[config.mk]
export PLATFORM = sky130hd
export DESIGN_NAME = sobel_detect
export DESIGN_NICKNAME = d
export VERILOG_FILES = /design/src/design/edge_pkg.sv /design/src/design/sobel_detect.sv
export SDC_FILE = /design/constraint.sdc
export NUM_CORES = 1
export LEC_CHECK = 0
export BUFFER_PORTS_ARGS = -buffer_cell sky130_fd_sc_hd__buf_2
export CELL_PAD_IN_SITES_DETAIL_PLACEMENT = 0
export CELL_PAD_IN_SITES_GLOBAL_PLACEMENT = 1
export CORE_MARGIN = 2
export CORE_UTILIZATION = 46
export CTS_CLUSTER_DIAMETER = 80
export DETAILED_ROUTE_END_ITERATION = 10
export HOLD_SLACK_MARGIN = 0.15
export PLACE_DENSITY = 0.95
export SLEW_MARGIN = 15
export SYNTH_ARGS = -nofsm -noshare
export SYNTH_HDL_FRONTEND = slang
export SYNTH_SLANG_ARGS = --single-unit
[constraint.sdc]
create_clock -name clk -period 7 [get_ports clk]
set_input_delay 0.35 -clock clk [delete_from_list [all_inputs] [get_ports clk]]
set_output_delay 0.35 -clock clk [all_outputs]
set_load 0.01 [all_outputs]
[src/design/edge_pkg.sv]
`default_nettype none

package edge_pkg;

    // --------------------
    // widths with a meaning
    typedef logic [15:0] rgb565_t;   // r[15:11] g[10:5] b[4:0]
    typedef logic [7:0]  gray_t;     // 8-bit luminance
    typedef logic [3:0]  grade_t;    // sobel grade 0..15
    typedef logic [7:0]  thresh_t;   // grade times step
    typedef logic [10:0] grad_t;     // |gx| + |gy| up to 2040
    typedef logic [2:0]  key_t;      // one bit per key

    // --------------------
    // streams
    typedef struct packed {
        logic    vsync;              // frame strobe
        logic    href;               // line strobe
        logic    valid;              // pixel strobe
        rgb565_t data;
    } pixel_stream_t;

    typedef struct packed {
        logic    vsync;
        logic    href;
        logic    valid;
        gray_t   data;
    } gray_stream_t;

    typedef struct packed {
        logic                vsync;
        logic                href;
        logic                valid;
        gray_t [2:0][2:0]    pix;    // [row][col], row 0 oldest line
    } window_t;

    typedef struct packed {
        logic    flag;               // one-cycle press event
        key_t    value;              // pressed pattern, active high
    } key_event_t;

    typedef enum logic [1:0] {
        MODE_RAW,
        MODE_GRAY,
        MODE_EDGE
    } out_mode_e;

    // --------------------
    // constants
    localparam grade_t  GRADE_RESET      = 4'd4;
    localparam grade_t  GRADE_MAX        = 4'd15;
    localparam int      THRESH_STEP      = 16;    // threshold per grade
    localparam rgb565_t EDGE_PIXEL       = '1;    // white
    localparam rgb565_t BACKGROUND_PIXEL = '0;    // black

endpackage

`default_nettype wire

[src/design/sobel_detect.sv]
`timescale 1ns/1ns
`default_nettype none

module sobel_detect (
    input  logic                   clk,
    input  logic                   rst,
    input  edge_pkg::window_t      window,
    input  edge_pkg::thresh_t      threshold,
    output edge_pkg::gray_stream_t edge_out       // all ones on an edge
);
    import edge_pkg::*;

    typedef struct packed {
        logic  vsync;
        logic  href;
        logic  valid;
        grad_t gx;                                 // |gx|
        grad_t gy;                                 // |gy|
    } grad_stage_t;

    grad_stage_t s1;
    logic [9:0]  gx_pos;                           // right column
    logic [9:0]  gx_neg;                           // left column
    logic [9:0]  gy_pos;                           // newest row
    logic [9:0]  gy_neg;                           // oldest row
    grad_t       mag;
    logic        is_edge;

    // 1 2 1 weighted sum of three taps
    function automatic logic [9:0] tap3(input gray_t a, input gray_t b, input gray_t c);
        return {2'b00, a} + {1'b0, b, 1'b0} + {2'b00, c};
    endfunction

    function automatic grad_t abs_diff(input logic [9:0] a, input logic [9:0] b);
        return (a >= b) ? {1'b0, a - b} : {1'b0, b - a};
    endfunction

    assign gx_pos = tap3(window.pix[0][2], window.pix[1][2], window.pix[2][2]);
    assign gx_neg = tap3(window.pix[0][0], window.pix[1][0], window.pix[2][0]);
    assign gy_pos = tap3(window.pix[2][0], window.pix[2][1], window.pix[2][2]);
    assign gy_neg = tap3(window.pix[0][0], window.pix[0][1], window.pix[0][2]);

    assign mag     = s1.gx + s1.gy;                // no overflow in 11 bits
    assign is_edge = mag > grad_t'(threshold);     // strictly above

    always_ff @(posedge clk) begin
        // --------------------
        // stage one, absolute gradients
        s1.gx <= abs_diff(gx_pos, gx_neg);
        s1.gy <= abs_diff(gy_pos, gy_neg);
        // --------------------
        // stage two, compare
        edge_out.data <= is_edge ? '1 : '0;

        if (rst) begin
            s1.vsync       <= 1'b0;
            s1.href        <= 1'b0;
            s1.valid       <= 1'b0;
            edge_out.vsync <= 1'b0;
            edge_out.href  <= 1'b0;
            edge_out.valid <= 1'b0;
        end else begin
            s1.vsync       <= window.vsync;
            s1.href        <= window.href;
            s1.valid       <= window.valid;
            edge_out.vsync <= s1.vsync;
            edge_out.href  <= s1.href;
            edge_out.valid <= s1.valid;
        end
    end

endmodule

`default_nettype wire

==> summary.md <==
| Metric | Value |
|---|---|
| Hold Vio Cnt, Final | `0` |
| Hpwl dp | `between 9000 and 10000 um` |
| Most common cell after layout, fill and taps aside | `ha_1` |
| FMAX | `roughly 0.22 GHz` |
| Synth Area per Inst | `approximately 8.9 um2` |
| I/O pins | `96` |
| Minimum clock period | `4.45 ns` |
| Max clock buf depth | `2` |
| Max_slew headroom | `0.365` |
| Peak VDD IR | `around 0.00016 V` |
| Setup TNS Final | `0 ns` |
| DR iter-0 viols | `138` |
| Synth Area in Compound Gates | `0.184` |
| Max-cap violations | `0` |
| Synth top area share | `0.238` |
| Drt via density | `between 5 and 6` |
| Pre-antenna DRT Iters | `4` |
| Leakage | `around 0.0027 uW` |
| CTS Sinks | `27` |
| Crit-path max FO | `15` |
| Dpl cells | `750` |
| Root Buffer | `clkbuf_8` |
| Setup Viol. Count Final | `0` |
| H-tree depth | `1` |
| R2R Setup Slk | `about 4.0 ns` |
| Main combinational cell family by area after synthesis | `adder cells` |
| Count of pins over their slew limit | `0` |
| Starting density of the core | `0.471` |
| Clock Latency Late Sink | `between 0.2 and 0.3 ns` |
| Clock skew | `a little under 0.005 ns` |
| GR Util All Layers | `0.198` |
| Routed Antenna Nets | `0` |
| Largest net degree at the start of global routing | `16` |
| Routed WL | `between 10000 and 15000 um` |
| Number of synthesis warnings | `0` |
| Post-Syn Nets | `760` |
| Synth Register Bits | `27` |
| Cells after Synth | `between 500 and 600` |
| Netlist cell types | `between 50 and 60` |
| Initial antenna violation count | `0` |
| Area delta synth->final | `10.7%` |
| Post-CTS setup buffer count | `0` |
| Core area | `10300 um2` |
| Simple-gate share of the synthesized area | `0.118` |
| Final period utilization | `0.636` |
| GRT overflow | `0` |
| RSZ-0062 raised after global routing | `false` |
| Die height | `between 100 and 150 um` |
| Most frequent cells in the layout | `ha_1 (92), buf_2 (87), inv_1 (71), nor2_1 (37), fa_1 (37)` |
| CTS buffer count | `3` |
| Crit path launch type | `input port` |
| Async SR Flop Fraction | `0` |
| WHS Path Cells | `2` |
| Residual DRC count | `0` |
| Number of port buffers | `between 80 and 90` |
| Rows | `37` |
| Layout net count | `833` |
| CTS tree | `built` |
| Post-CTS Hold Buffers | `0` |
| Vias | `3932` |
| Vias in the first global route | `about 4100` |
| Register area share after synthesis | `0.112` |
| Min-delay worst type | `input port to flop` |
| First-pass GRT wire length | `approximately 18000 um` |
| Ranking of synthesized cells by area | `ha_1 (24%), fa_1 (15%), dfxtp_1 (11%)` |
| Final cell count without fillers | `~750` |
| Post-synth top flop | `dfxtp_1` |
| Synth Area in XOR/XNOR | `0.0996` |
| Layout cells sized above 1 | `0.163` |
| Multiplexer share of the synthesized area | `0.0124` |
| Setup CP Type | `input port to flop` |
| DP Area | `about 5300 um2` |
| Critical path arrival | `roughly 4.7 ns` |
| Area of the die | `around 11000 um2` |
| Worst setup EP type | `flop` |
| CTS-repair resized insts | `0` |
| Tot Pwr | `between 2000 and 2500 uW` |
| Design area | `roughly 5400 um2` |
| Worst-Margin Slew | `0.950 ns` |
| Wire per inst | `approximately 14 um` |
| Crit path required time | `roughly 7.2 ns` |
| Fill cells | `1008` |
| Cell Area, Synth | `4840 um2` |
| Adder-Cell Fraction of Synth Area | `0.391` |
| GPL Wtd Cong | `~0.92` |
| Leading area contributor after synthesis | `ha_1` |
| Clock transition at path regs | `0.09 ns` |
| Die Width | `roughly 110 um` |
| Pwr dens | `418 nW/um2` |
| Antenna Cells | `0` |
| Reg2Reg Depth | `14` |
| EDFF count, synth | `0` |
| Status | `finished clean` |
[per-layer routing]
metal,track usage,vias up,part of all wire
met5,0,-,0
met1,0.258,1785,0.46
met3,0.0184,23,0.043
met2,0.343,116,0.46
met4,0.0668,0,0.032
li1,-,2008,-
[final cells by class]
cell class | count | area (um2) | area share
clock buffers | 4 | 45.0 | 0.00842
inverters | 71 | 267 | 0.0498
multi-input cells | 429 | 3890 | 0.728
flip-flops and latches | 27 | 541 | 0.101
well taps | 136 | 170 | 0.0318
repair buffers | 87 | 435 | 0.0813
[power by group]
group	internal (uW)	switching [uW]
combinational	834	1060
sequential	233	30.1
clock	40.7	45.1
total	1110	1130
[flip-flops by register name (all words and copies together), names as in the netlist]
register	flops
edge_out	4
s1	23
[Yosys cell counts, types with 3 or more instances]
cell type   n
nand2b_1    6
buf_6       3
ha_1       92
nor2_1     37
inv_1      71
nand4_1     6
xnor2_1    27
o21ai_0    20
a31oi_1     9
buf_4       8
nor3_1     13
dfxtp_1    27
nand2_1    13
nand3b_1    3
a21o_1     17
nor2b_1    20
o211ai_1    4
o41ai_1     4
a21oi_1    34
o21a_1      6
mux2i_1     6
o41ai_2     3
nand3_1     5
xor2_1     28
o21ai_1     3
buf_2       8
a211oi_1    5
fa_1       37
o21bai_1    3
[worst max-delay path, cell delays in order]
cell and delay, ns:
buf_2 0.08, inv_1 0.06, fa_1 0.53, inv_1 0.04, ha_1 0.24, fa_1 0.42
a21o_1 0.19, a21oi_1 0.23, o21bai_1 0.09, a21oi_1 0.20, xnor2_1 0.18, ha_1 0.39
a21oi_1 0.23, o21ai_1 0.15, o41ai_4 0.78, a211oi_1 0.10, a31oi_1 0.22, xor2_1 0.16
[final timing paths]
check	startpoint	end
max	window[49]	s1[3]
min	window[73]	s1[23]
max reg2reg	s1[0]	edge_out[6]
min reg2reg	s1[22]	edge_out[8]
[cell families (layout without fill, tap and decap cells)]
| kind of cell | count (synthesis) | in the layout |
|---|---|---|
| buf+inv | 90 | 162 |
| xor+xnor | 55 | 55 |
| flops | 27 | 27 |
| mux | 6 | 6 |
| fa+ha+maj | 129 | 129 |
| simple gates | 112 | 112 |
| compound gates | 127 | 127 |
[per-stage QoR]
stage	setup slack (ns)	hold WS (ns)	utilization
5_1_grt	2.25	0.291	0.521
3_3_place_gp	2.36	0.417	0.516
2_1_floorplan	3.03	0.414	-
6_report	2.55	0.287	0.521
3_5_place_dp	2.28	0.431	0.516
4_1_cts	2.54	0.286	0.521
Power figures use the tool's default switching activity.
