==> src/design/edge_pkg.sv <==
`default_nettype none

package edge_pkg;

    // --------------------
    // widths with a meaning
    typedef logic [15:0] rgb565_t;   // r[15:11] g[10:5] b[4:0]
    typedef logic [7:0]  gray_t;     // 8-bit luminance
    typedef logic [3:0]  grade_t;    // sobel grade 0..15
    typedef logic [7:0]  thresh_t;   // grade times step
    typedef logic [10:0] grad_t;     // |gx| + |gy| up to 2040
    typedef logic [2:0]  key_t;      // one bit per key

    // --------------------
    // streams
    typedef struct packed {
        logic    vsync;              // frame strobe
        logic    href;               // line strobe
        logic    valid;              // pixel strobe
        rgb565_t data;
    } pixel_stream_t;

    typedef struct packed {
        logic    vsync;
        logic    href;
        logic    valid;
        gray_t   data;
    } gray_stream_t;

    typedef struct packed {
        logic                vsync;
        logic                href;
        logic                valid;
        gray_t [2:0][2:0]    pix;    // [row][col], row 0 oldest line
    } window_t;

    typedef struct packed {
        logic    flag;               // one-cycle press event
        key_t    value;              // pressed pattern, active high
    } key_event_t;

    typedef enum logic [1:0] {
        MODE_RAW,
        MODE_GRAY,
        MODE_EDGE
    } out_mode_e;

    // --------------------
    // constants
    localparam grade_t  GRADE_RESET      = 4'd4;
    localparam grade_t  GRADE_MAX        = 4'd15;
    localparam int      THRESH_STEP      = 16;    // threshold per grade
    localparam rgb565_t EDGE_PIXEL       = '1;    // white
    localparam rgb565_t BACKGROUND_PIXEL = '0;    // black

endpackage

`default_nettype wire

==> src/design/mode_ctrl.sv <==
`timescale 1ns/1ns
`default_nettype none

module mode_ctrl (
    input  logic                 clk,
    input  logic                 rst,
    input  edge_pkg::key_event_t key_event,
    output edge_pkg::out_mode_e  mode,          // output selection
    output edge_pkg::grade_t     grade,         // shown on leds
    output edge_pkg::thresh_t    threshold      // to sobel compare
);
    import edge_pkg::*;

    out_mode_e mode_next;
    grade_t    grade_next;

    // lowest key index wins
    always_comb begin
        mode_next  = mode;
        grade_next = grade;
        if (key_event.flag) begin
            if (key_event.value[0]) begin              // key 0 steps mode
                case (mode)
                    MODE_RAW:  mode_next = MODE_GRAY;
                    MODE_GRAY: mode_next = MODE_EDGE;
                    default:   mode_next = MODE_RAW;   // wrap
                endcase
            end else if (key_event.value[1]) begin     // key 1 grade up
                if (grade != GRADE_MAX) begin
                    grade_next = grade + 1'b1;
                end
            end else if (key_event.value[2]) begin     // key 2 grade down
                if (grade != '0) begin
                    grade_next = grade - 1'b1;
                end
            end
        end
    end

    // threshold tracks grade in the same cycle
    always_ff @(posedge clk) begin
        if (rst) begin
            mode      <= MODE_RAW;
            grade     <= GRADE_RESET;
            threshold <= thresh_t'(GRADE_RESET * THRESH_STEP);
        end else begin
            mode      <= mode_next;
            grade     <= grade_next;
            threshold <= thresh_t'(grade_next * THRESH_STEP);
        end
    end

endmodule

`default_nettype wire

==> config.mk <==
export PLATFORM = sky130hd
export DESIGN_NAME = mode_ctrl
export DESIGN_NICKNAME = d
export VERILOG_FILES = /design/src/design/edge_pkg.sv /design/src/design/mode_ctrl.sv
export SDC_FILE = /design/constraint.sdc
export NUM_CORES = 1
export LEC_CHECK = 0
export ABC_AREA = 1
export ABC_CLOCK_PERIOD_IN_PS = 3100
export BUFFER_PORTS_ARGS = -buffer_cell sky130_fd_sc_hd__buf_2
export CORE_UTILIZATION = 35
export DETAILED_ROUTE_END_ITERATION = 8
export PLACE_DENSITY = 0.62
export SLEW_MARGIN = 20
export SYNTH_ARGS = -nofsm -noshare
export SYNTH_HDL_FRONTEND = slang
export SYNTH_SLANG_ARGS = --single-unit
==> constraint.sdc <==
create_clock -name clk -period 3.1 [get_ports clk]
set_input_delay 0.93 -clock clk [delete_from_list [all_inputs] [get_ports clk]]
set_output_delay 0.93 -clock clk [all_outputs]
set_load 0.02 [all_outputs]
==> results.md <==
| Result | Reported |
| --- | --- |
| Peak VDD IR | 0.1174 mV |
| Average cell area after synthesis | 6.690 um^2 |
| Category of the worst setup path capture point | output port |
| Number of global-route vias before repair | 361 |
| Via count of the routed design | 430 |
| Summed area of non-filler cells in the final layout | 549.3 um^2 |
| Standard-cell rows | 13 |
| Fraction of final layout cells with drive strength greater than 1 | 28.24% |
| Critical Path Fanout Max | 8 |
| TritonCTS clock tree | done |
| Number of gates resized after CTS | 0 |
| Multiplexer share of the synthesized area | 0% |
| Type of origin of the critical path | flip-flop |
| Largest net degree at the start of global routing | 9 |
| Number of antenna violations at the first check in global routing | 0 |
| Post-synthesis sequential area ratio | 24.94% |
| Total iterations of the first detailed-routing run | 2 |
| FF+latch count, synth | 6 |
| Final-report setup violation count | 0 |
| Number of clock sinks seen by CTS | 6 |
| Post-synth top cells | sky130_fd_sc_hd__nand2_1 (16), sky130_fd_sc_hd__nor2_1 (12), sky130_fd_sc_hd__buf_4 (8) |
| Synth top area cells | sky130_fd_sc_hd__dfxtp_1 (25%), sky130_fd_sc_hd__buf_4 (12%), sky130_fd_sc_hd__nand2_1 (12%) |
| Area growth syn-to-layout | 14.03% |
| Data required time at the worst endpoint | 2.17 ns |
| P_int | 0.1508 mW |
| Main combinational cell family by area after synthesis | simple AND/OR/NAND/NOR gates |
| FMAX | 538.3 MHz |
| Setup clock skew after layout | 0.0003536 ns |
| Netlist cell types | 21 |
| Sum of overflow across all layers after global routing | 0 |
| Layout net count | 96 |
| Vertical die dimension | 39.10 um |
| Post-CTS Hold Buffers | 0 |
| Detail-routed net length per standard cell | 8.360 um |
| Effective utilization at floorplan | 37.49% |
| Cell with the most instances after synthesis | sky130_fd_sc_hd__nand2_1 |
| IO Port Bufs | 15 |
| Final wirelength | 836 um |
| Post-CTS Repair Setup Buffers | 0 |
| Switching Power | 0.07663 mW |
| Number of max-slew violations in the final report | 0 |
| Critical-path cell with the highest stage delay | sky130_fd_sc_hd__dfxtp_1 |
| Number of buffers created by CTS | 3 |
| Die span in x | 39.10 um |
| DIE AREA | 1529 um^2 |
| Via-per-instance ratio | 4.300 |
| RSZ-0062 raised after global routing | no |
| Biggest area consumer among synthesized cells | sky130_fd_sc_hd__dfxtp_1 |
| Worst EP arrival | 0.93 ns |
| Post-route fraction of the period consumed by the critical path | 59.93% |
| Complex-gate fraction of the synthesized area | 8.571% |
| Post-Syn Instances | 72 |
| Placer's final routability congestion estimate | 0.7186 |
| DRC violations left | 0 |
| Top cell type's share of synthesized area | 24.94% |
| Reported max-cap violation count | 0 |
| # fillers | 143 |
| Final Hold Vio Count | 0 |
| Post-synth EDFFs | 0 |
| Post-Place Cell Area | 526.8 um^2 |
| Combinational power share | 29.1% |
| Worst setup startpoint | threshold[4]$_SDFFE_PP0P_ |
| H-tree levels | 1 |
| Simple-gate portion of the synthesized area | 32.99% |
| Clock root buffer master | sky130_fd_sc_hd__clkbuf_4 |
| Largest buffer count on any clock path | 2 |
| Buf/Inv on CP | 1 |
| Switching Share | 33.70% |
| Violation count after the first detailed-route iteration | 3 |
| Proportion of power drawn by the clock network | 30.8% |
| Startpoint of the lowest-slack register-to-register path | threshold[6]$_SDFFE_PP1P_ |
| Share of total power in sequential cells | 40.1% |
| Synthesis Warnings | 0 |
| Static leakage power | 0.2881 nW |
| Outcome | finished, final reports clean |
| GR Util All Layers | 13.91% |
| Family with the most delay on the worst path | flip-flops |
| First-pass GRT wire length | 1.380 mm |
| Clk Latency, worst-skew pair | 0.24 ns |
| Time the final worst path needs with I/O delays and setup | 1.858 ns |
| WHS Path Cells | 2 |
| Final TNS setup | 0 ns |
| Post-Syn Area | 481.7 um^2 |
| Crit path kind | reg2out |
| Top FF cell, synth | sky130_fd_sc_hd__dfxtp_1 |
| Number of I/O pins | 20 |
| Number of cells on the worst reg-to-reg path | 8 |
| PD cells | 414.0 nW/um^2 |
| Type of the worst min-delay path | reg2reg |
| Antenna cells | 0 |
| Synthesized-area fraction occupied by xor and xnor cells | 5.455% |
| Critical path cell sequence | buf_2 |
| Total number of cells along the worst setup path | 1 |
| Core Footprint | 1285 um^2 |
| Share of synthesized registers carrying an async set or reset | 0% |
| DPL Wire Length | 685.9 um |
| Crit path largest cell delay | 0.47 ns |
| Antenna-violating nets left | 0 |
| Clock-pin slew of the registers on the worst-case setup and hold paths | 0.04 ns |
| Area share of fa/ha/maj cells after synthesis | 9.351% |
| Launch point of the worst hold path | mode[1]$_SDFFE_PP0P_ |
-- layout by cell type (no fill, tap or decap), types with 2 or more instances in the layout --
master,n
sky130_fd_sc_hd__clkbuf_4,3
sky130_fd_sc_hd__dfxtp_1,6
sky130_fd_sc_hd__inv_1,6
sky130_fd_sc_hd__ha_1,2
sky130_fd_sc_hd__xor2_1,2
sky130_fd_sc_hd__buf_2,15
sky130_fd_sc_hd__conb_1,4
sky130_fd_sc_hd__nor2_1,12
sky130_fd_sc_hd__o21ai_0,3
sky130_fd_sc_hd__a21oi_1,2
sky130_fd_sc_hd__nand2_1,16
sky130_fd_sc_hd__nand3_1,4
-- registers in the layout (all words and copies together), names as in the netlist --
name,count
mode,2
threshold,4
-- worst min-delay path: stages, from the launching register on --
cell and delay (ns):
sky130_fd_sc_hd__dfxtp_1 0.31, sky130_fd_sc_hd__inv_1 0.07, sky130_fd_sc_hd__a211oi_1 0.06
-- metal layers --
| layer | global-route usage [%] | vias up | part of all wire [%] | routed length (um) |
|---|---|---|---|---|
| met5 | 0 | - | 0 | 0 |
| met4 | 12.93 | 0 | 0 | 0 |
| li1 | - | 239 | - | - |
| met1 | 15.75 | 180 | 52 | 432 |
| met3 | 1.734 | 0 | 3.5 | 29 |
| met2 | 22.08 | 11 | 45 | 374 |
-- cell type report --
cell class / instances / area [um^2] / area share [%]
flip-flops and latches: 6 / 120.1 / 21.87
clock buffers: 3 / 22.52 / 4.100
well taps: 15 / 18.77 / 3.417
repair buffers: 15 / 75.07 / 13.67
multi-input cells: 54 / 286.5 / 52.16
inverters: 7 / 26.28 / 4.784
-- power by group through the flow --
stage / clock network (mW) / registers [mW] / logic [mW]
after detailed placement: 0 / 0.0926 / 0.0670
final: 0.0700 / 0.0912 / 0.0662
after global routing: 0.0793 / 0.0926 / 0.0755
after floorplan: 0 / 0.0975 / 0.0508
after global placement: 0 / 0.0925 / 0.0660
after CTS: 0.0743 / 0.0912 / 0.0671
-- worst paths after layout --
kind	slack, ns	to
worst max-delay path	1.24	threshold[4]
worst min-delay path	0.49	mode[1]$_SDFFE_PP0P_
worst max register to register	1.80	threshold[7]$_SDFFE_PP0P_
worst min register to register	0.49	mode[1]$_SDFFE_PP0P_
-- per-stage QoR --
stage / std cells / hold slack, ns / utilization [%] / setup WS, ns / power, mW
after floorplan: 75 / 0.5593 / - / 1.265 / 0.1483
after global placement: 97 / 0.4762 / 40.99 / 1.026 / 0.1585
after detailed placement: 97 / 0.4836 / 40.99 / 0.9922 / 0.1596
after CTS: 100 / 0.4919 / 42.75 / 1.216 / 0.2325
after global routing: 100 / 0.5186 / 42.75 / 1.149 / 0.2475
final: 100 / 0.4891 / 42.75 / 1.242 / 0.2274
-- cell families (layout without fill, tap and decap cells) --
logic type | count (synthesis) | in the layout
buffers and inverters | 15 | 25
AOI/OAI and AO/OA | 7 | 7
xor gates and xnor gates | 3 | 3
DFF | 6 | 6
adders and majority gates | 3 | 3
and+or+nand+nor | 37 | 37
other | 1 | 4
(Power assumes the default switching activity.)
