**config.mk**
```make
export PLATFORM = sky130hd
export DESIGN_NAME = key_scan
export DESIGN_NICKNAME = d
export VERILOG_FILES = /design/src/design/edge_pkg.sv /design/src/design/key_scan.sv
export SDC_FILE = /design/constraint.sdc
export NUM_CORES = 1
export LEC_CHECK = 0
export ABC_CLOCK_PERIOD_IN_PS = 3200
export BUFFER_PORTS_ARGS = -buffer_cell sky130_fd_sc_hd__buf_2
export CORE_MARGIN = 2
export CORE_UTILIZATION = 37
export CTS_CLUSTER_DIAMETER = 60
export DETAILED_ROUTE_END_ITERATION = 10
export GPL_ROUTABILITY_DRIVEN = 0
export PLACE_DENSITY = 0.62
export SLEW_MARGIN = 20
export SYNTH_ARGS = -nofsm -noshare
export SYNTH_HDL_FRONTEND = slang
export SYNTH_SLANG_ARGS = --single-unit
```
**constraint.sdc**
```tcl
create_clock -name clk -period 3.2 [get_ports clk]
set_input_delay 0.48 -clock clk [delete_from_list [all_inputs] [get_ports clk]]
set_output_delay 0.48 -clock clk [all_outputs]
set_load 0.03 [all_outputs]
```
**src/design/edge_pkg.sv**
```systemverilog
`default_nettype none

package edge_pkg;

    // --------------------
    // widths with a meaning
    typedef logic [15:0] rgb565_t;   // r[15:11] g[10:5] b[4:0]
    typedef logic [7:0]  gray_t;     // 8-bit luminance
    typedef logic [3:0]  grade_t;    // sobel grade 0..15
    typedef logic [7:0]  thresh_t;   // grade times step
    typedef logic [10:0] grad_t;     // |gx| + |gy| up to 2040
    typedef logic [2:0]  key_t;      // one bit per key

    // --------------------
    // streams
    typedef struct packed {
        logic    vsync;              // frame strobe
        logic    href;               // line strobe
        logic    valid;              // pixel strobe
        rgb565_t data;
    } pixel_stream_t;

    typedef struct packed {
        logic    vsync;
        logic    href;
        logic    valid;
        gray_t   data;
    } gray_stream_t;

    typedef struct packed {
        logic                vsync;
        logic                href;
        logic                valid;
        gray_t [2:0][2:0]    pix;    // [row][col], row 0 oldest line
    } window_t;

    typedef struct packed {
        logic    flag;               // one-cycle press event
        key_t    value;              // pressed pattern, active high
    } key_event_t;

    typedef enum logic [1:0] {
        MODE_RAW,
        MODE_GRAY,
        MODE_EDGE
    } out_mode_e;

    // --------------------
    // constants
    localparam grade_t  GRADE_RESET      = 4'd4;
    localparam grade_t  GRADE_MAX        = 4'd15;
    localparam int      THRESH_STEP      = 16;    // threshold per grade
    localparam rgb565_t EDGE_PIXEL       = '1;    // white
    localparam rgb565_t BACKGROUND_PIXEL = '0;    // black

endpackage

`default_nettype wire

```
**src/design/key_scan.sv**
```systemverilog
`timescale 1ns/1ns
`default_nettype none

module key_scan #(
    parameter int DEBOUNCE_CYCLES = 1_000_000      // stable cycles before a press counts
) (
    input  logic                 clk,
    input  logic                 rst,
    input  edge_pkg::key_t       key_data,         // active low keys
    output edge_pkg::key_event_t key_event
);
    import edge_pkg::*;

    localparam int               CNT_W    = $clog2(DEBOUNCE_CYCLES + 1);
    localparam logic [CNT_W-1:0] CNT_LAST = CNT_W'(DEBOUNCE_CYCLES - 1);

    key_t             key_meta;      // first sync flop
    key_t             key_sync;      // second sync flop
    key_t             pressed;       // active high pattern
    key_t             pressed_d;     // pattern one cycle ago
    logic             stable;        // same non-zero pattern as last cycle
    logic [CNT_W-1:0] cnt;           // debounce counter
    logic             armed;         // cleared after an event

    assign pressed = ~key_sync;
    assign stable  = (pressed == pressed_d) && (pressed != '0);

    always_ff @(posedge clk) begin
        if (rst) begin
            key_meta  <= '1;                       // released
            key_sync  <= '1;
            pressed_d <= '0;
            cnt       <= '0;
            armed     <= 1'b1;
            key_event <= '0;
        end else begin
            key_meta  <= key_data;
            key_sync  <= key_meta;
            pressed_d <= pressed;

            // restart on any change, hold at the end
            if (!stable) begin
                cnt <= '0;
            end else if (cnt != CNT_LAST) begin
                cnt <= cnt + 1'b1;
            end

            key_event.flag <= 1'b0;                // single-cycle pulse
            if (stable && armed && cnt == CNT_LAST) begin
                key_event.flag  <= 1'b1;
                key_event.value <= pressed;
                armed           <= 1'b0;           // wait for full release
            end else if (pressed == '0) begin
                armed <= 1'b1;
            end
        end
    end

endmodule

`default_nettype wire

```
==> flow_metrics.py, run 1 <==
metrics = {
    "outcome": {
        "status": "complete, no violations",
    },
    "drt": {
        "dr.first_iter.drc_count": 74,
        "ant_nets": 0,
        "num_vias": 1156,
        "wl_mm": 2.72,
        "wl_per_cell_um": 12.5,
        "drtPass1Iterations": 4,
        "drcViolationCount": 0,
        "via_per_inst": 5.30,
    },
    "timing": {
        "worstMarginPinSlew_ns": 0.606,
        "setup_viol": 0,
        "hold_slack_ns": 0.374,
        "period_needed_ns": 2.11,
        "fmax_ghz": 0.473,
        "fin_crit_sh_pct": 66.0,
        "skew_ns": 0.00345,
        "fin_ws_ns": 1.09,
        "relSlewSlack_pct": 59.6,
        "setup_tns_ns": 0,
        "rsz0062_at_grt": "false",
        "hold_viol_final": 0,
        "slew_violations": 0,
    },
    "grt": {
        "grtUsageMet3_pct": 4.00,
        "gr-total-overflow": 0,
        "grt_antenna_before_repair": 0,
        "grtUsageMet1_pct": 18.1,
        "grt_pass1_vias": 1110,
        "grt_pass1_wl_mm": 4.86,
        "busiest_layer": "met2",
        "grt_max_degree": 24,
        "grt_usage_pct": 14.1,
        "met2_usage_pct": 21.8,
    },
    "setup_path": {
        "end_kind": "flip-flop",
        "r2r_setup_slack_ns": 1.09,
        "cp-start-kind": "flip-flop",
        "crit_slowest_cell": "nor4_4",
        "required_ns": 3.37,
        "cp_max_fo": 8,
        "worst-setup-path-type": "reg -> reg",
        "reg2reg_depth": 5,
        "path_cells": "ha_1, nand3_1, nor4_4, nand4_1, a211o_1",
        "reg2reg_from": "cnt[1]$_SDFFE_PP0P_",
        "cp.arrival_ns": 2.29,
        "cpPeakStageDelay_ns": 0.49,
        "timing.rr.end": "armed$_SDFFE_PP1P_",
    },
    "cts": {
        "cts-hold-fix-buffers": 0,
        "cts-htree-levels": 2,
        "cts_setup_buffers": 0,
        "postCtsResizedCells": 0,
        "path_clk_slew_ns": 0.07,
        "cts_tree": "yes",
        "clockRootBuffer": "clkbuf_8",
        "clock_latency_ns": 0.28,
        "cts_max_path_buffers": 2,
        "numCtsBuffers": 5,
        "clock_sinks": 34,
    },
    "final_layout": {
        "regArea_sq_um": 681,
        "multi_input_area_sq_um": 771,
        "nets": 173,
        "antennaDiodeCount": 0,
        "syn2layout_area_growth_pct": 11.3,
        "fillCellCount": 381,
        "drive_gt1_share_pct": 19.6,
    },
    "yosys": {
        "yosysUniqueCellTypes": 35,
        "synth_top_area_cell": "dfxtp_1",
        "netlist_area_sq_um": 1490,
        "postSynthNetCount": 164,
        "async_flop_share_pct": 0,
        "synth-seq-area-share_pct": 45.7,
        "yosysWarnings": 0,
        "synthCells": 158,
        "synthTopCellsByCount": "34 x dfxtp_1, 15 x nor2_1, 12 x xnor2_1",
        "synth_top_flop_cell": "dfxtp_1",
        "avgSynthCellArea_sq_um": 9.43,
        "synth-seq-cells": 34,
        "synth_edf_count": 0,
        "synthTopCellsByArea": "dfxtp_1 46%, xnor2_1 7.1%, nor2_1 3.8%",
        "yosysMostFrequentCell": "dfxtp_1",
        "netlist.area_leader.share_pct": 45.7,
    },
    "worst_hold_path": {
        "hold_end": "key_meta[2]$_SDFF_PP1_",
        "holdPathStages": 2,
        "min_from": "key_data[2]",
        "hp-class": "in -> reg",
    },
    "floorplan": {
        "initial_core_util_pct": 37.8,
        "die_width_um": 67.5,
        "die_area_sq_um": 4550,
        "io_pins": 9,
        "core_sq_um": 3940,
        "die_height_um": 67.5,
        "core.rowCount": 23,
    },
    "placement": {
        "pre_cts_ws_ns": 1.08,
        "portBuffers": 8,
        "place_hpwl_mm": 1.98,
    },
    "pwr": {
        "pwr_density_cell_nw_per_um2": 465,
        "vdd_drop_max_mv": 0.243,
        "p_leak_nw": 0.540,
    },
    "run": {
        "cap_violations": 0,
    },
}
[state kept, by name, summed over array words and instances (netlist names)]
signal,cells
armed,1
key_event,4
cnt,20
key_meta,3
key_sync,3
pressed_d,3
[final cells by class]
type                    instances  area share (%)
well taps                      50            3.77
inverters                       4           0.905
repair buffers                  8            2.41
multi-input cells             114            46.5
flip-flops and latches         34            41.0
clock inverters                 3            1.28
clock buffers                   5            4.15
[where the power goes]
part	internal, mW	switching (mW)	leakage [nW]
combinational	0.0126	0.0161	0.220
sequential	0.428	0.00317	0.276
clock	0.153	0.159	0.0441
[worst max-delay path by stage]
stage                              from                         to  slack [ns]
floorplan           cnt[0]$_SDFFE_PP0P_         armed$_SDFFE_PP1P_        1.36
global placement    cnt[0]$_SDFFE_PP0P_         armed$_SDFFE_PP1P_        1.22
detailed placement  cnt[0]$_SDFFE_PP0P_         armed$_SDFFE_PP1P_        1.08
CTS                 cnt[1]$_SDFFE_PP0P_         armed$_SDFFE_PP1P_        1.06
global route        cnt[0]$_SDFFE_PP0P_  key_event[0]$_SDFFE_PP0P_        0.89
finish              cnt[1]$_SDFFE_PP0P_         armed$_SDFFE_PP1P_        1.09
[stage by stage]
step	instance area, sq um	total power [mW]	std cells	util (%)
final	1660	0.772	218	42.1
after global routing	1660	0.806	218	42.1
after CTS	1660	0.781	218	42.1
after detailed placement	1570	0.470	210	39.8
after global placement	1570	0.469	210	39.8
after floorplan	1490	0.463	158	-
[worst max-delay path, delay by kind of cell (launching register included)]
family,cells,cell delay (ns)
simple gates,3,1.06
flops,1,0.40
compound gates,1,0.37
fa+ha+maj,1,0.19
[placed cells by master, fill, tap and decap left out, drive strengths merged]
cell type	netlist	layout
nand3	7	7
xor2	1	1
mux2	3	3
nor4	6	6
nor2b	3	3
nand3b	4	4
xnor2	12	12
or3	2	2
o21ai	3	3
nand4	5	5
nand2b	1	1
clkbuf	5	5
or4	4	4
and3	2	2
mux2i	4	4
or3b	5	5
or2	7	7
dfxtp	34	34
ha	1	1
nand2	6	6
a21boi	1	1
o31ai	3	3
clkinvlp	0	1
a211o	1	1
nor3	8	8
buf	1	8
nor2	15	15
clkinv	0	2
inv	4	4
and4	2	2
a21oi	8	8
[metal layers]
metal  wire [um]  vias to the layer above
li1            -                      580
met3          97                        5
met4          52                        0
met2        1300                       25
met5           0                        -
met1        1270                      546
[cell families after synthesis]
family                     after synthesis  share of synthesized area (%)
and+or+nand+nor                         77                           32.0
DFF                                     34                           45.7
AOI/OAI and AO/OA                       16                           6.30
xor gates and xnor gates                13                           7.64
buffers and inverters                   10                           2.60
muxes                                    7                           4.95
adders and majority gates                1                          0.839
Power figures use the tool's default switching activity.
==> inputs of run 2 (changes only) <==
--- a/config.mk
+++ b/config.mk
@@ -5,7 +5,7 @@
 export SDC_FILE = /design/constraint.sdc
 export NUM_CORES = 1
 export LEC_CHECK = 0
-export ABC_CLOCK_PERIOD_IN_PS = 3200
+export ABC_CLOCK_PERIOD_IN_PS = 2029
 export BUFFER_PORTS_ARGS = -buffer_cell sky130_fd_sc_hd__buf_2
 export CORE_MARGIN = 2
 export CORE_UTILIZATION = 37
==> constraint.sdc (replaced) <==
create_clock -name clk -period 2.03 [get_ports clk]
set_input_delay 0.3045 -clock clk [delete_from_list [all_inputs] [get_ports clk]]
set_output_delay 0.3045 -clock clk [all_outputs]
set_load 0.03 [all_outputs]
==> run 2 against run 1 <==
Net effect:
- sequential share of layout area down 2.4 points
- global-route usage grew 0.79 points
- sequential power up 57%
- non-clock buffer count rose by 7
- utilization up 2.7 points
- critical endpoint is now cnt[2]$_SDFFE_PP0P_
- largest power group is now the clock network
- highest routed layer unchanged
==> flow_metrics.py, run 2 (synthesis results as in run 1) <==
metrics = {
    "outcome": {
        "status": "complete, no violations",
    },
    "timing": {
        "hold_viol_final": 0,
        "setup_viol": 0,
        "period_needed_ns": 1.91,
        "rsz0062_at_grt": "false",
        "relSlewSlack_pct": 70.5,
        "setup_tns_ns": 0,
        "skew_ns": 0.00593,
        "fin_crit_sh_pct": 94.1,
        "slew_violations": 0,
        "worstMarginPinSlew_ns": 0.438,
        "fmax_ghz": 0.523,
    },
    "placement": {
        "dpl_cell_area_sq_um": 1620,
        "place_hpwl_mm": 1.99,
        "dp_cells": 217,
        "portBuffers": 8,
    },
    "grt": {
        "grt_pass1_vias": 1200,
        "grt_max_degree": 24,
        "grt_usage_pct": 14.9,
        "grt_antenna_before_repair": 0,
        "grt_pass1_wl_mm": 5.04,
        "gr-total-overflow": 0,
    },
    "pwr": {
        "vdd_drop_max_mv": 0.567,
        "p_leak_nw": 0.599,
        "pwr_density_cell_nw_per_um2": 837,
    },
    "floorplan": {
        "die_area_sq_um": 4550,
        "initial_core_util_pct": 37.8,
        "core_sq_um": 3940,
        "core.rowCount": 23,
        "die_width_um": 67.5,
        "io_pins": 9,
        "die_height_um": 67.5,
    },
    "drt": {
        "drcViolationCount": 0,
        "via_per_inst": 5.16,
        "wl_per_cell_um": 12.8,
        "num_vias": 1161,
        "ant_nets": 0,
        "drtPass1Iterations": 4,
        "dr.first_iter.drc_count": 36,
        "wl_mm": 2.87,
    },
    "run": {
        "cap_violations": 0,
    },
    "worst_hold_path": {
        "hp-class": "in -> reg",
    },
    "cts": {
        "numCtsBuffers": 5,
        "clock_sinks": 34,
        "path_clk_slew_ns": 0.07,
        "cts-htree-levels": 2,
        "clock_latency_ns": 0.29,
        "cts_max_path_buffers": 2,
        "cts_tree": "yes",
        "cts_setup_buffers": 0,
        "clockRootBuffer": "clkbuf_8",
    },
    "final_layout": {
        "stdcell_area_sq_um": 1770,
        "antennaDiodeCount": 0,
        "regArea_sq_um": 682,
        "syn2layout_area_growth_pct": 18.5,
        "mostFrequentLayoutCells": "33 x dfxtp_1, 15 x nor2_1, 12 x xnor2_1",
        "nets": 180,
        "multi_input_area_sq_um": 776,
        "largest_reg_flops": 20,
        "drive_gt1_share_pct": 24.0,
        "fillCellCount": 373,
        "final_common_cell": "dfxtp_1",
        "regMostFlops": "cnt",
        "top_regs": "cnt x20, key_event x4",
        "instances_no_fill": 225,
    },
    "setup_path": {
        "cp-start-kind": "flip-flop",
        "path_buf_inv": 0,
        "crit_family": "simple AND/OR/NAND/NOR gates",
        "required_ns": 2.24,
        "cp.arrival_ns": 2.12,
        "r2r_setup_slack_ns": 0.12,
        "cpPeakStageDelay_ns": 0.50,
        "worst-setup-path-type": "reg -> reg",
        "path_cells": "or3b_2, or4_1, o21ai_0, mux2i_1",
        "cp_max_fo": 4,
        "crit_slowest_cell": "or3b_2",
        "end_kind": "flip-flop",
    },
}
-- run 2: path summary, 6_finish.rpt --
path	from	to	cells after the start
max	cnt[14]$_SDFFE_PP0P_	cnt[2]$_SDFFE_PP0P_	4
min	key_data[0]	key_meta[0]$_SDFF_PP1_	2
max reg2reg	cnt[14]$_SDFFE_PP0P_	cnt[2]$_SDFFE_PP0P_	4
min reg2reg	key_meta[0]$_SDFF_PP1_	key_sync[0]$_SDFF_PP1_	1
-- run 2: area by class of cell --
| cell class | instances | area share, % |
|---|---|---|
| Clock inverter | 3 | 3.90 |
| Tap cell | 50 | 3.54 |
| Timing Repair Buffer | 15 | 5.24 |
| Inverter | 4 | 0.850 |
| Sequential cell | 34 | 38.6 |
| Clock buffer | 5 | 3.90 |
| Multi-Input combinational cell | 114 | 43.9 |
-- run 2: per-layer routing --
| layer | global-route usage (%) | vias up | wire length, um | share of wire [%] |
|---|---|---|---|---|
| li1 | - | 595 | - | - |
| met1 | 17.6 | 543 | 1340 | 47 |
| met2 | 24.1 | 16 | 1370 | 48 |
| met3 | 5.17 | 7 | 83 | 2.9 |
| met4 | 7.14 | 0 | 75 | 2.6 |
| met5 | 0 | - | 0 | 0 |
-- run 2: metrics by stage --
stage          hold WS, ns  power, mW  worst slack, ns  util, %
5_1_grt              0.180       1.53           0.0305     44.8
4_1_cts              0.186       1.49           0.0579     44.6
6_report             0.192       1.48            0.119     44.8
3_3_place_gp         0.393      0.744            0.158     41.1
2_1_floorplan        0.389      0.730            0.186        -
3_5_place_dp         0.393      0.747           0.0749     41.1
-- run 2: power breakdown --
group          switching (mW)  internal (mW)  total [mW]
clock                   0.254          0.492       0.746
sequential            0.00436          0.675       0.680
combinational          0.0264         0.0248      0.0513
total                   0.285           1.19        1.48
-- run 2: repair_timing --
item | in CTS | in global routing
hold buffers | 0 | 0
setup endpoints to repair | 0 | 7
resized for setup | 0 | 3
