## src/design/edge_pkg.sv

```systemverilog
`default_nettype none

package edge_pkg;

    // --------------------
    // widths with a meaning
    typedef logic [15:0] rgb565_t;   // r[15:11] g[10:5] b[4:0]
    typedef logic [7:0]  gray_t;     // 8-bit luminance
    typedef logic [3:0]  grade_t;    // sobel grade 0..15
    typedef logic [7:0]  thresh_t;   // grade times step
    typedef logic [10:0] grad_t;     // |gx| + |gy| up to 2040
    typedef logic [2:0]  key_t;      // one bit per key

    // --------------------
    // streams
    typedef struct packed {
        logic    vsync;              // frame strobe
        logic    href;               // line strobe
        logic    valid;              // pixel strobe
        rgb565_t data;
    } pixel_stream_t;

    typedef struct packed {
        logic    vsync;
        logic    href;
        logic    valid;
        gray_t   data;
    } gray_stream_t;

    typedef struct packed {
        logic                vsync;
        logic                href;
        logic                valid;
        gray_t [2:0][2:0]    pix;    // [row][col], row 0 oldest line
    } window_t;

    typedef struct packed {
        logic    flag;               // one-cycle press event
        key_t    value;              // pressed pattern, active high
    } key_event_t;

    typedef enum logic [1:0] {
        MODE_RAW,
        MODE_GRAY,
        MODE_EDGE
    } out_mode_e;

    // --------------------
    // constants
    localparam grade_t  GRADE_RESET      = 4'd4;
    localparam grade_t  GRADE_MAX        = 4'd15;
    localparam int      THRESH_STEP      = 16;    // threshold per grade
    localparam rgb565_t EDGE_PIXEL       = '1;    // white
    localparam rgb565_t BACKGROUND_PIXEL = '0;    // black

endpackage

`default_nettype wire

```

## src/design/rgb_to_gray.sv

```systemverilog
`timescale 1ns/1ns
`default_nettype none

module rgb_to_gray (
    input  logic                    clk,
    input  logic                    rst,
    input  edge_pkg::pixel_stream_t pix_in,
    output edge_pkg::gray_stream_t  gray_out
);
    import edge_pkg::*;

    typedef struct packed {
        logic  vsync;
        logic  href;
        logic  valid;
        gray_t r;
        gray_t g;
        gray_t b;
    } rgb888_stream_t;

    rgb888_stream_t s1;          // widened channels
    logic [15:0]    luma_sum;    // weights add to 256

    assign luma_sum = 16'd77 * s1.r + 16'd150 * s1.g + 16'd29 * s1.b;

    always_ff @(posedge clk) begin
        // --------------------
        // stage one, repeat top bits
        s1.r <= {pix_in.data[15:11], pix_in.data[15:13]};
        s1.g <= {pix_in.data[10:5],  pix_in.data[10:9]};
        s1.b <= {pix_in.data[4:0],   pix_in.data[4:2]};
        // --------------------
        // stage two, keep upper byte
        gray_out.data <= luma_sum[15:8];

        if (rst) begin
            s1.vsync       <= 1'b0;
            s1.href        <= 1'b0;
            s1.valid       <= 1'b0;
            gray_out.vsync <= 1'b0;
            gray_out.href  <= 1'b0;
            gray_out.valid <= 1'b0;
        end else begin
            s1.vsync       <= pix_in.vsync;
            s1.href        <= pix_in.href;
            s1.valid       <= pix_in.valid;
            gray_out.vsync <= s1.vsync;        // strobes two cycles late
            gray_out.href  <= s1.href;
            gray_out.valid <= s1.valid;
        end
    end

endmodule

`default_nettype wire

```

## config.mk

```make
export PLATFORM = sky130hd
export DESIGN_NAME = rgb_to_gray
export DESIGN_NICKNAME = d
export VERILOG_FILES = /design/src/design/edge_pkg.sv /design/src/design/rgb_to_gray.sv
export SDC_FILE = /design/constraint.sdc
export NUM_CORES = 1
export LEC_CHECK = 0
export BUFFER_PORTS_ARGS = -buffer_cell sky130_fd_sc_hd__buf_2
export CAP_MARGIN = 30
export CORE_UTILIZATION = 50
export DETAILED_ROUTE_END_ITERATION = 8
export PLACE_DENSITY_LB_ADDON = 0.08
export SYNTH_ARGS = -nofsm -noshare
export SYNTH_HDL_FRONTEND = slang
export SYNTH_SLANG_ARGS = --single-unit
```

## constraint.sdc

```tcl
create_clock -name clk -period 8.5 [get_ports clk]
set_input_delay 0 -clock clk [delete_from_list [all_inputs] [get_ports clk]]
set_output_delay 0 -clock clk [all_outputs]
set_load 0.03 [all_outputs]
```

==> out/results.ini, run 1 <==
[status]
status=finished clean

[placement]
dp_hpwl_um=6010
pre_cts_ws_ns=1.88
dpl-instance-area_um2=4050
place.gp.congestion=0.865
io_buffers=31

[critical_path]
regToRegSetupSlack_ns=1.87
cp_max_fo=8
crit_start=s1[14]
crit_end=gray_out[7]
cp.arrival_ns=6.81
timing.rr.end=gray_out[7]
slowest_stage=fa_1
critical_path_class=flip-flop to flip-flop
cp.required_ns=8.69
critPathCaptureType=flip-flop
r2r_cells=22
crit_chain=ha_1, ha_1, inv_1, fa_1, fa_1, inv_1, ha_1, o21a_1, nor2_1, xnor2_1, ha_1, fa_1, inv_1, fa_1, fa_1, inv_1, ha_1, a21o_1, a311oi_2, o21bai_2, a311oi_2, xor3_1
r2r-start=s1[14]
cpPeakStageDelay_ns=0.55
critPathLaunchType=flip-flop

[synthesis]
synthesis.nets=522
synth_top_area_frac=0.286
ys_warn_count=0
yosysMostFrequentCell=inv_1
syn_area_um2=3770
netlist_instances=364
avgSynthCellArea_um2=10.4
ys_top_cells_by_area=fa_1 (29%), ha_1 (28%), dfxtp_1 (16%)
ys_ff_latch=30
async_reset_ff_frac=0
ys_top_cells_by_count=inv_1 (90), ha_1 (83), fa_1 (54)
synth_top_flop_cell=dfxtp_1
synth-edff-count=0
ys_types=37
synth_area_leader_cell=fa_1
yosysSeqAreaShare=0.159

[sta]
layout_setup_ws_ns=1.87
rsz0062_at_grt=no
finalMaxSlewViolations=0
skew_ns=0.0133
worst_pin_slew_ns=0.527
fin_crit_ns=6.63
relSlewSlack=0.648
hold_violations=0
period_share=0.780
finalSetupViolations=0
max_freq_mhz=151
fin_setup_tns_ns=0

[final_layout]
n_fill_cell=648
finalNetCount=582
multi_input_area_um2=2830
diodes=0
ff_latch_area_um2=601
finalInstanceArea_um2=4370
final_core_util=0.600
drive_gt1_frac=0.106
areaGrowthSynthToFinish_pct=15.9

[grt]
grt_pass1_vias=2788
track_usage=0.219
grt_max_degree=11
grt_pass1_wl_um=12700
grt.overflow.total=0
antenna_found_initial=0

[clocking]
cts_buffers=5
cts_resized=0
clk_latency_ns=0.30
htree_levels=2
cts_tree=yes
ctsRootBufferMaster=clkbuf_8
cts_buffer_depth=2
hold_buffers=23
post-cts-setup-buffer-count=0
cts.reportedPaths.clkPinSlew_ns=0.08
clock_sinks=30

[die]
fp.dieW_um=88.9
initial_utilization=0.518
rows=31
die-area_um2=7900
die_y_um=88.9
core_area_um2=7290
io_pins=32

[min_path]
hp-class=input port to flip-flop
holdCritStartpoint=pix_in[5]

[drt]
dr.pass1.iters=4
drt-initial-drc-count=55
vias_per_cell=5.00
antenna_left=0
drc_errors=0
route.detailed.wl_per_inst_um=13.9
vias=2622
routed_wl_um=7310

[job]
max_cap_violations=0

## stage by stage
step | hold slack [ns] | instances
2_1_floorplan | 0.0277 | 364
3_3_place_gp | 0.103 | 493
3_5_place_dp | 0.104 | 493
4_1_cts | 0.323 | 524
5_1_grt | 0.332 | 524
6_report | 0.330 | 524
## placed cells by master, fill, tap and decap left out, types with 4 or more instances in the layout
cell type      instances
a21o_1                 4
inv_1                 90
nand2_1                4
xor2_1                 6
clkbuf_8               6
ha_1                  83
nor2b_1                8
o21bai_1               5
nor2_1                11
buf_2                 31
xnor2_1                9
fa_1                  54
dfxtp_1               30
o21ai_0                8
dlygate4sd3_1         23
a21oi_1               18
## per-layer routing
layer  share of wire  track usage  vias to the layer above  wire length [µm]
met2            0.47        0.362                       40              3440
li1                -            -                     1304                 -
met4           0.011       0.0587                        0                82
met3           0.042       0.0410                        7               309
met1            0.48        0.297                     1271              3480
met5               0            0                        -                 0
## how the worst min path moves through the flow
stage,end,slack (ns),cells after the start
floorplan,s1[10],0.03,0
global placement,s1[3],0.10,1
detailed placement,s1[2],0.10,1
CTS,s1[6],0.32,2
global route,s1[18],0.33,2
finish,s1[10],0.33,2
## layout make-up
class / instances / share of cell area
Timing Repair Buffer: 54 / 0.0881
Clock buffer: 6 / 0.0189
Tap cell: 99 / 0.0283
Multi-Input combinational cell: 243 / 0.647
Sequential cell: 30 / 0.137
Inverter: 90 / 0.0772
Clock inverter: 2 / 0.00286
## state kept, by name, summed over array words and instances (netlist names)
register  count
gray_out     11
s1           19
## critical path, delay by kind of cell (launching register included)
kind / cells / cell delay, ns
and+or+nand+nor: 1 / 0.11
DFF: 1 / 0.54
adders and majority gates: 10 / 4.11
AOI/OAI and AO/OA: 5 / 1.09
xor gates and xnor gates: 2 / 0.49
buffers and inverters: 4 / 0.19
## cells by family (layout without fill, tap and decap cells)
family | count (synthesis) | in the layout | synth area share
adders and majority gates | 137 | 137 | 0.562
buffers and inverters | 91 | 152 | 0.0905
AOI/OAI and AO/OA | 52 | 52 | 0.0945
and+or+nand+nor | 37 | 37 | 0.0504
DFF | 30 | 30 | 0.159
xor gates and xnor gates | 16 | 16 | 0.0411
muxes | 1 | 1 | 0.00265
Power of run 1 is left out: the tool's default activity adds up to more than one toggle a clock period on the data nets, which glitch-free logic cannot reach.
==> run 2, diff against run 1 <==
- clock period: 8.5 -> 6.3 ns (I/O delays scaled with it)
==> run 2 against run 1 <==
Clock skew grew 0.0045 ns; first-iteration DRC count shrank 25%; clock-buffer cell count is the same.
==> out/results.ini, run 2 (synthesis results as in run 1) <==
[status]
status=finished clean

[sta]
layout_setup_ws_ns=0.268  ; -1.60 ns
period_share=0.957  ; +0.178
worst_pin_slew_ns=0.555  ; +0.0279 ns
hold_slack_ns=0.333  ; +0.00306 ns
fin_crit_ns=6.03  ; -0.597 ns
rsz0062_at_grt=no
hold_violations=0  ; unchanged
skew_ns=0.0178  ; +0.00454 ns
fin_setup_tns_ns=0  ; unchanged
relSlewSlack=0.630  ; -0.0186
finalSetupViolations=0  ; unchanged
finalMaxSlewViolations=0  ; unchanged
max_freq_mhz=166  ; +9.9%

[drt]
vias=2639  ; +0.65%
antenna_left=0  ; unchanged
route.detailed.wl_per_inst_um=13.4  ; -4.0%
drt-initial-drc-count=41  ; -25%
vias_per_cell=4.93  ; -1.4%
routed_wl_um=7160  ; -2.0%
drc_errors=0  ; unchanged
dr.pass1.iters=4  ; unchanged

[placement]
place.gp.congestion=0.850  ; -1.8%
io_buffers=31  ; unchanged
dp_hpwl_um=5980  ; -0.50%
dp_cells=505  ; +2.4%
pre_cts_ws_ns=0.0665  ; -1.81 ns

[critical_path]
cpPeakStageDelay_ns=0.54  ; about the same
r2r-start=s1[12]
regToRegSetupSlack_ns=0.27  ; -1.60 ns
cp.required_ns=6.46  ; -2.23 ns
cp.arrival_ns=6.20  ; -0.61 ns
r2r_cells=19  ; -14%
critPathLaunchType=flip-flop
crit_chain=buf_4, ha_1, ha_1, fa_1, ha_1, inv_1, xnor2_1, fa_1, inv_1, ha_1, fa_1, fa_1, ha_1, or4_1, a31o_1, a311oi_2, o21bai_2, a311oi_2, xor3_1
slowest_stage=or4_1
critical_path_class=flip-flop to flip-flop
cp_max_fo=4  ; -4
crit_top_cell=ha_1
critPathCaptureType=flip-flop
timing.rr.end=gray_out[7]

[die]
initial_utilization=0.518  ; unchanged
core_area_um2=7290  ; unchanged
die-area_um2=7900  ; unchanged
rows=31  ; unchanged
die_y_um=88.9  ; unchanged
fp.dieW_um=88.9  ; unchanged
io_pins=32  ; unchanged

[grt]
antenna_found_initial=0  ; unchanged
grt_max_degree=10  ; -1
grt_pass1_wl_um=12400  ; -2.8%
grt.overflow.total=0  ; unchanged
grt_pass1_vias=2590  ; -7.1%
track_usage=0.211  ; -0.00872

[final_layout]
largest-register=s1
final_common_cell=inv_1
finalNetCount=594  ; +2.1%
n_fill_cell=643  ; -0.77%
largest_reg_flops=19  ; unchanged
layout_common_cells=inv_1 (90), ha_1 (81), fa_1 (54)
reg_top3=s1 x19, gray_out x11
areaGrowthSynthToFinish_pct=19.9
drive_gt1_frac=0.144  ; +0.0386
fin_cells=535  ; +2.1%
diodes=0  ; unchanged

[clocking]
cts_tree=yes
cts_buffer_depth=2  ; unchanged
ctsRootBufferMaster=clkbuf_8
cts_buffers=5  ; unchanged
clk_latency_ns=0.29  ; about the same
clock_sinks=30  ; unchanged
htree_levels=2  ; unchanged
post-cts-setup-buffer-count=0  ; unchanged
cts.reportedPaths.clkPinSlew_ns=0.08  ; about the same

[min_path]
whs_endpoint=s1[2]
holdCritStartpoint=pix_in[4]
whs_path_depth=2  ; unchanged
hp-class=input port to flip-flop

[job]
max_cap_violations=0  ; unchanged

run 2: cell count changes in the layout (fill, tap and decap cells not counted), moves of 2 or more:
cell / before / now
buf_4: 0 / 12
ha_4: 0 / 2
a21oi_1: 18 / 16
ha_1: 83 / 81
a21oi_2: 0 / 2
run 2: what timing repair did:
action,in CTS,in global routing
hold buffers,23,0
setup endpoints to repair,0,2
endpoints found under the hold margin,22,0
resized for setup,0,8
run 2: layout make-up:
| cell class | count | area (µm²) | share of cell area |
|---|---|---|---|
| multi-input cells | 243 | 2870 | 0.635 |
| repair buffers | 66 | 475 | 0.105 |
| clock inverters | 1 | 30.0 | 0.00664 |
| inverters | 90 | 338 | 0.0747 |
| well taps | 99 | 124 | 0.0274 |
| flip-flops and latches | 30 | 602 | 0.133 |
| clock buffers | 6 | 82.6 | 0.0183 |
run 2: worst max-delay path by stage:
stage	slack, ns	endpoint	start
after global placement	0.11	gray_out[7]	s1[14]
after CTS	0.009	gray_out[7]	s1[14]
after floorplan	0.07	gray_out[7]	s1[14]
after detailed placement	0.07	gray_out[7]	s1[11]
final	0.27	gray_out[7]	s1[12]
after global routing	0.04	gray_out[7]	s1[12]
run 2: per-stage QoR:
| step | cell area, µm² | util |
|---|---|---|
| 2_1_floorplan | 3770 | - |
| 3_3_place_gp | 4140 | 0.568 |
| 3_5_place_dp | 4140 | 0.568 |
| 4_1_cts | 4480 | 0.615 |
| 5_1_grt | 4520 | 0.620 |
| 6_report | 4520 | 0.620 |
run 2: routing by layer:
layer / global-route usage / share of wire / up-vias
met3: 0.0336 / 0.035 / 8
met5: 0 / 0 / -
met1: 0.302 / 0.49 / 1251
met4: 0.0572 / 0.012 / 0
met2: 0.331 / 0.46 / 50
li1: - / - / 1330
run 2: worst max-delay path: cells and delay by family (launching register included):
kind                       cells  cell delay [ns]
adders and majority gates      9             3.39
AOI/OAI and AO/OA              4             1.00
and+or+nand+nor                1             0.54
xor gates and xnor gates       2             0.39
DFF                            1             0.31
buffers and inverters          3             0.27
Power of run 2 is left out for the same reason.
==> run 3, diff against run 2 <==
- PLACE_DENSITY: not set -> 0.8
- PLACE_DENSITY_LB_ADDON: 0.08 -> not set
==> run 3 against run 2 <==
Clock-buffer cell count did not move; critical path depth unchanged; first-iteration DRC count rose by 130%; clock skew is 0.011 ns lower; worst setup slack lost 0.11 ns; utilization fell by 0.50 points; largest cell class unchanged.
==> out/results.ini, run 3 (synthesis results as in run 1) <==
[status]
status=finished clean

[critical_path]
cp_max_fo=4  ; unchanged
slowest_stage=or4_1
cp.arrival_ns=6.31  ; +0.11 ns
crit_family=adder cells
crit_top_cell=ha_1
regToRegSetupSlack_ns=0.16  ; -0.11 ns
critical_path_class=flip-flop to flip-flop
critPathLaunchType=flip-flop
r2r-start=s1[12]
timing.rr.end=gray_out[7]
cp.required_ns=6.47  ; about the same
critPathCaptureType=flip-flop
r2r_cells=19  ; unchanged
crit_chain=buf_4, ha_1, ha_1, fa_1, ha_1, inv_1, xnor2_1, fa_1, inv_1, ha_1, fa_1, fa_1, ha_1, or4_1, a31o_1, a311oi_2, o21bai_2, a311oi_2, xor3_1
cpPeakStageDelay_ns=0.53  ; about the same
path_buf_inv=3  ; unchanged

[final_layout]
drive_gt1_frac=0.143  ; -0.00164
layout_common_cells=inv_1 (90), ha_1 (81), fa_1 (54)
finalNetCount=591  ; -0.51%
multi_input_area_um2=2880  ; +0.17%
final_core_util=0.615  ; -0.00498
n_fill_cell=588  ; -8.6%
areaGrowthSynthToFinish_pct=18.9
final_common_cell=inv_1
reg_top3=s1 x19, gray_out x11
largest-register=s1
largest_reg_flops=19  ; unchanged
diodes=0  ; unchanged
ff_latch_area_um2=601  ; -0.21%

[drt]
antenna_left=0  ; unchanged
drt-initial-drc-count=94  ; +130%
vias=2776  ; +5.2%
vias_per_cell=5.21  ; +5.6%
route.detailed.wl_per_inst_um=14.6  ; +8.7%
routed_wl_um=7760  ; +8.3%
drc_errors=0  ; unchanged
dr.pass1.iters=4  ; unchanged

[grt]
antenna_found_initial=0  ; unchanged
grt_max_degree=11  ; +1
grt_pass1_vias=2817  ; +8.8%
track_usage=0.219  ; +0.00785
grt_pass1_wl_um=12900  ; +4.2%
grt.overflow.total=0  ; unchanged

[clocking]
clock_sinks=30  ; unchanged
ctsRootBufferMaster=clkbuf_8
clk_latency_ns=0.29  ; about the same
cts_tree=yes
htree_levels=2  ; unchanged
cts_buffer_depth=2  ; unchanged
cts.reportedPaths.clkPinSlew_ns=0.07  ; about the same
cts_buffers=5  ; unchanged
post-cts-setup-buffer-count=0  ; unchanged

[sta]
hold_violations=0  ; unchanged
relSlewSlack=0.653  ; +0.0229
skew_ns=0.00695  ; -0.0109 ns
period_share=0.975  ; +0.0174
finalSetupViolations=0  ; unchanged
finalMaxSlewViolations=0  ; unchanged
max_freq_mhz=163  ; -1.8%
worst_pin_slew_ns=0.520  ; -0.0343 ns
fin_crit_ns=6.14  ; +0.109 ns

[die]
fp.dieW_um=88.9  ; unchanged
initial_utilization=0.518  ; unchanged
io_pins=32  ; unchanged
die-area_um2=7900  ; unchanged
rows=31  ; unchanged
core_area_um2=7290  ; unchanged
die_y_um=88.9  ; unchanged

[placement]
dp_hpwl_um=6050  ; +1.1%
io_buffers=31  ; unchanged
place.gp.congestion=0.917  ; +7.9%

[min_path]
whs_endpoint=s1[6]
holdCritStartpoint=pix_in[3]
whs_path_depth=2  ; unchanged
hp-class=input port to flip-flop

[job]
max_cap_violations=0  ; unchanged

## run 3: cell count changes in the layout (fill, tap and decap cells not counted)
| cell | previous run | this run |
|---|---|---|
| clkinvlp_4 | 0 | 1 |
| nor2_2 | 0 | 2 |
| dfxtp_1 | 29 | 30 |
| nor2_1 | 11 | 9 |
| dfxtp_2 | 1 | 0 |
| bufinv_16 | 1 | 0 |
| clkinv_2 | 0 | 1 |
| buf_4 | 12 | 9 |
## run 3: how the worst max path moves through the flow
stage | endpoint | slack [ns] | cells past startpoint | from
after CTS | gray_out[7] | 0.02 | 26 | s1[11]
after floorplan | gray_out[7] | 0.07 | 22 | s1[14]
final | gray_out[7] | 0.16 | 19 | s1[12]
after global routing | gray_out[7] | -0.07 | 21 | s1[12]
after global placement | gray_out[7] | 0.14 | 24 | s1[11]
after detailed placement | gray_out[7] | -0.03 | 24 | s1[11]
## run 3: stage by stage
stage	cell area (µm²)	worst slack (ns)	hold slack, ns	TNS [ns]	cells
5_1_grt	4490	-0.0710	0.334	-0.0710	533
2_1_floorplan	3770	0.0727	0.0277	0	364
4_1_cts	4440	0.0221	0.342	0	533
6_report	4490	0.159	0.340	0	533
3_3_place_gp	4120	0.137	0.102	0	502
3_5_place_dp	4120	-0.0291	0.104	-0.0291	502
## run 3: what timing repair did
item	in CTS	in global routing
setup endpoints to repair	1	3
pin swaps	2	4
gates cloned	0	0
hold buffers	23	0
hold endpoints to repair	22	0
resized for setup	0	9
## run 3: area by class of cell
class	instances	area share
clock inverter	2	0.00279
clock buffer	6	0.0184
timing repair buffer	63	0.101
multi-input combinational	243	0.641
inverter	90	0.0753
tap	99	0.0276
sequential	30	0.134
## run 3: per-layer routing
metal,share of wire,global-route usage,routed length [µm]
met3,0.043,0.0429,333
met2,0.52,0.377,4050
met5,0,0,0
met4,0.015,0.0850,117
met1,0.42,0.270,3260
## run 3: worst register-to-register path, delay by kind of cell (launching register included)
kind / cells / cell delay (ns)
and+or+nand+nor: 1 / 0.53
adders and majority gates: 9 / 3.46
xor gates and xnor gates: 2 / 0.39
buffers and inverters: 3 / 0.29
AOI/OAI and AO/OA: 4 / 1.04
DFF: 1 / 0.32
Power of run 3 is left out for the same reason.
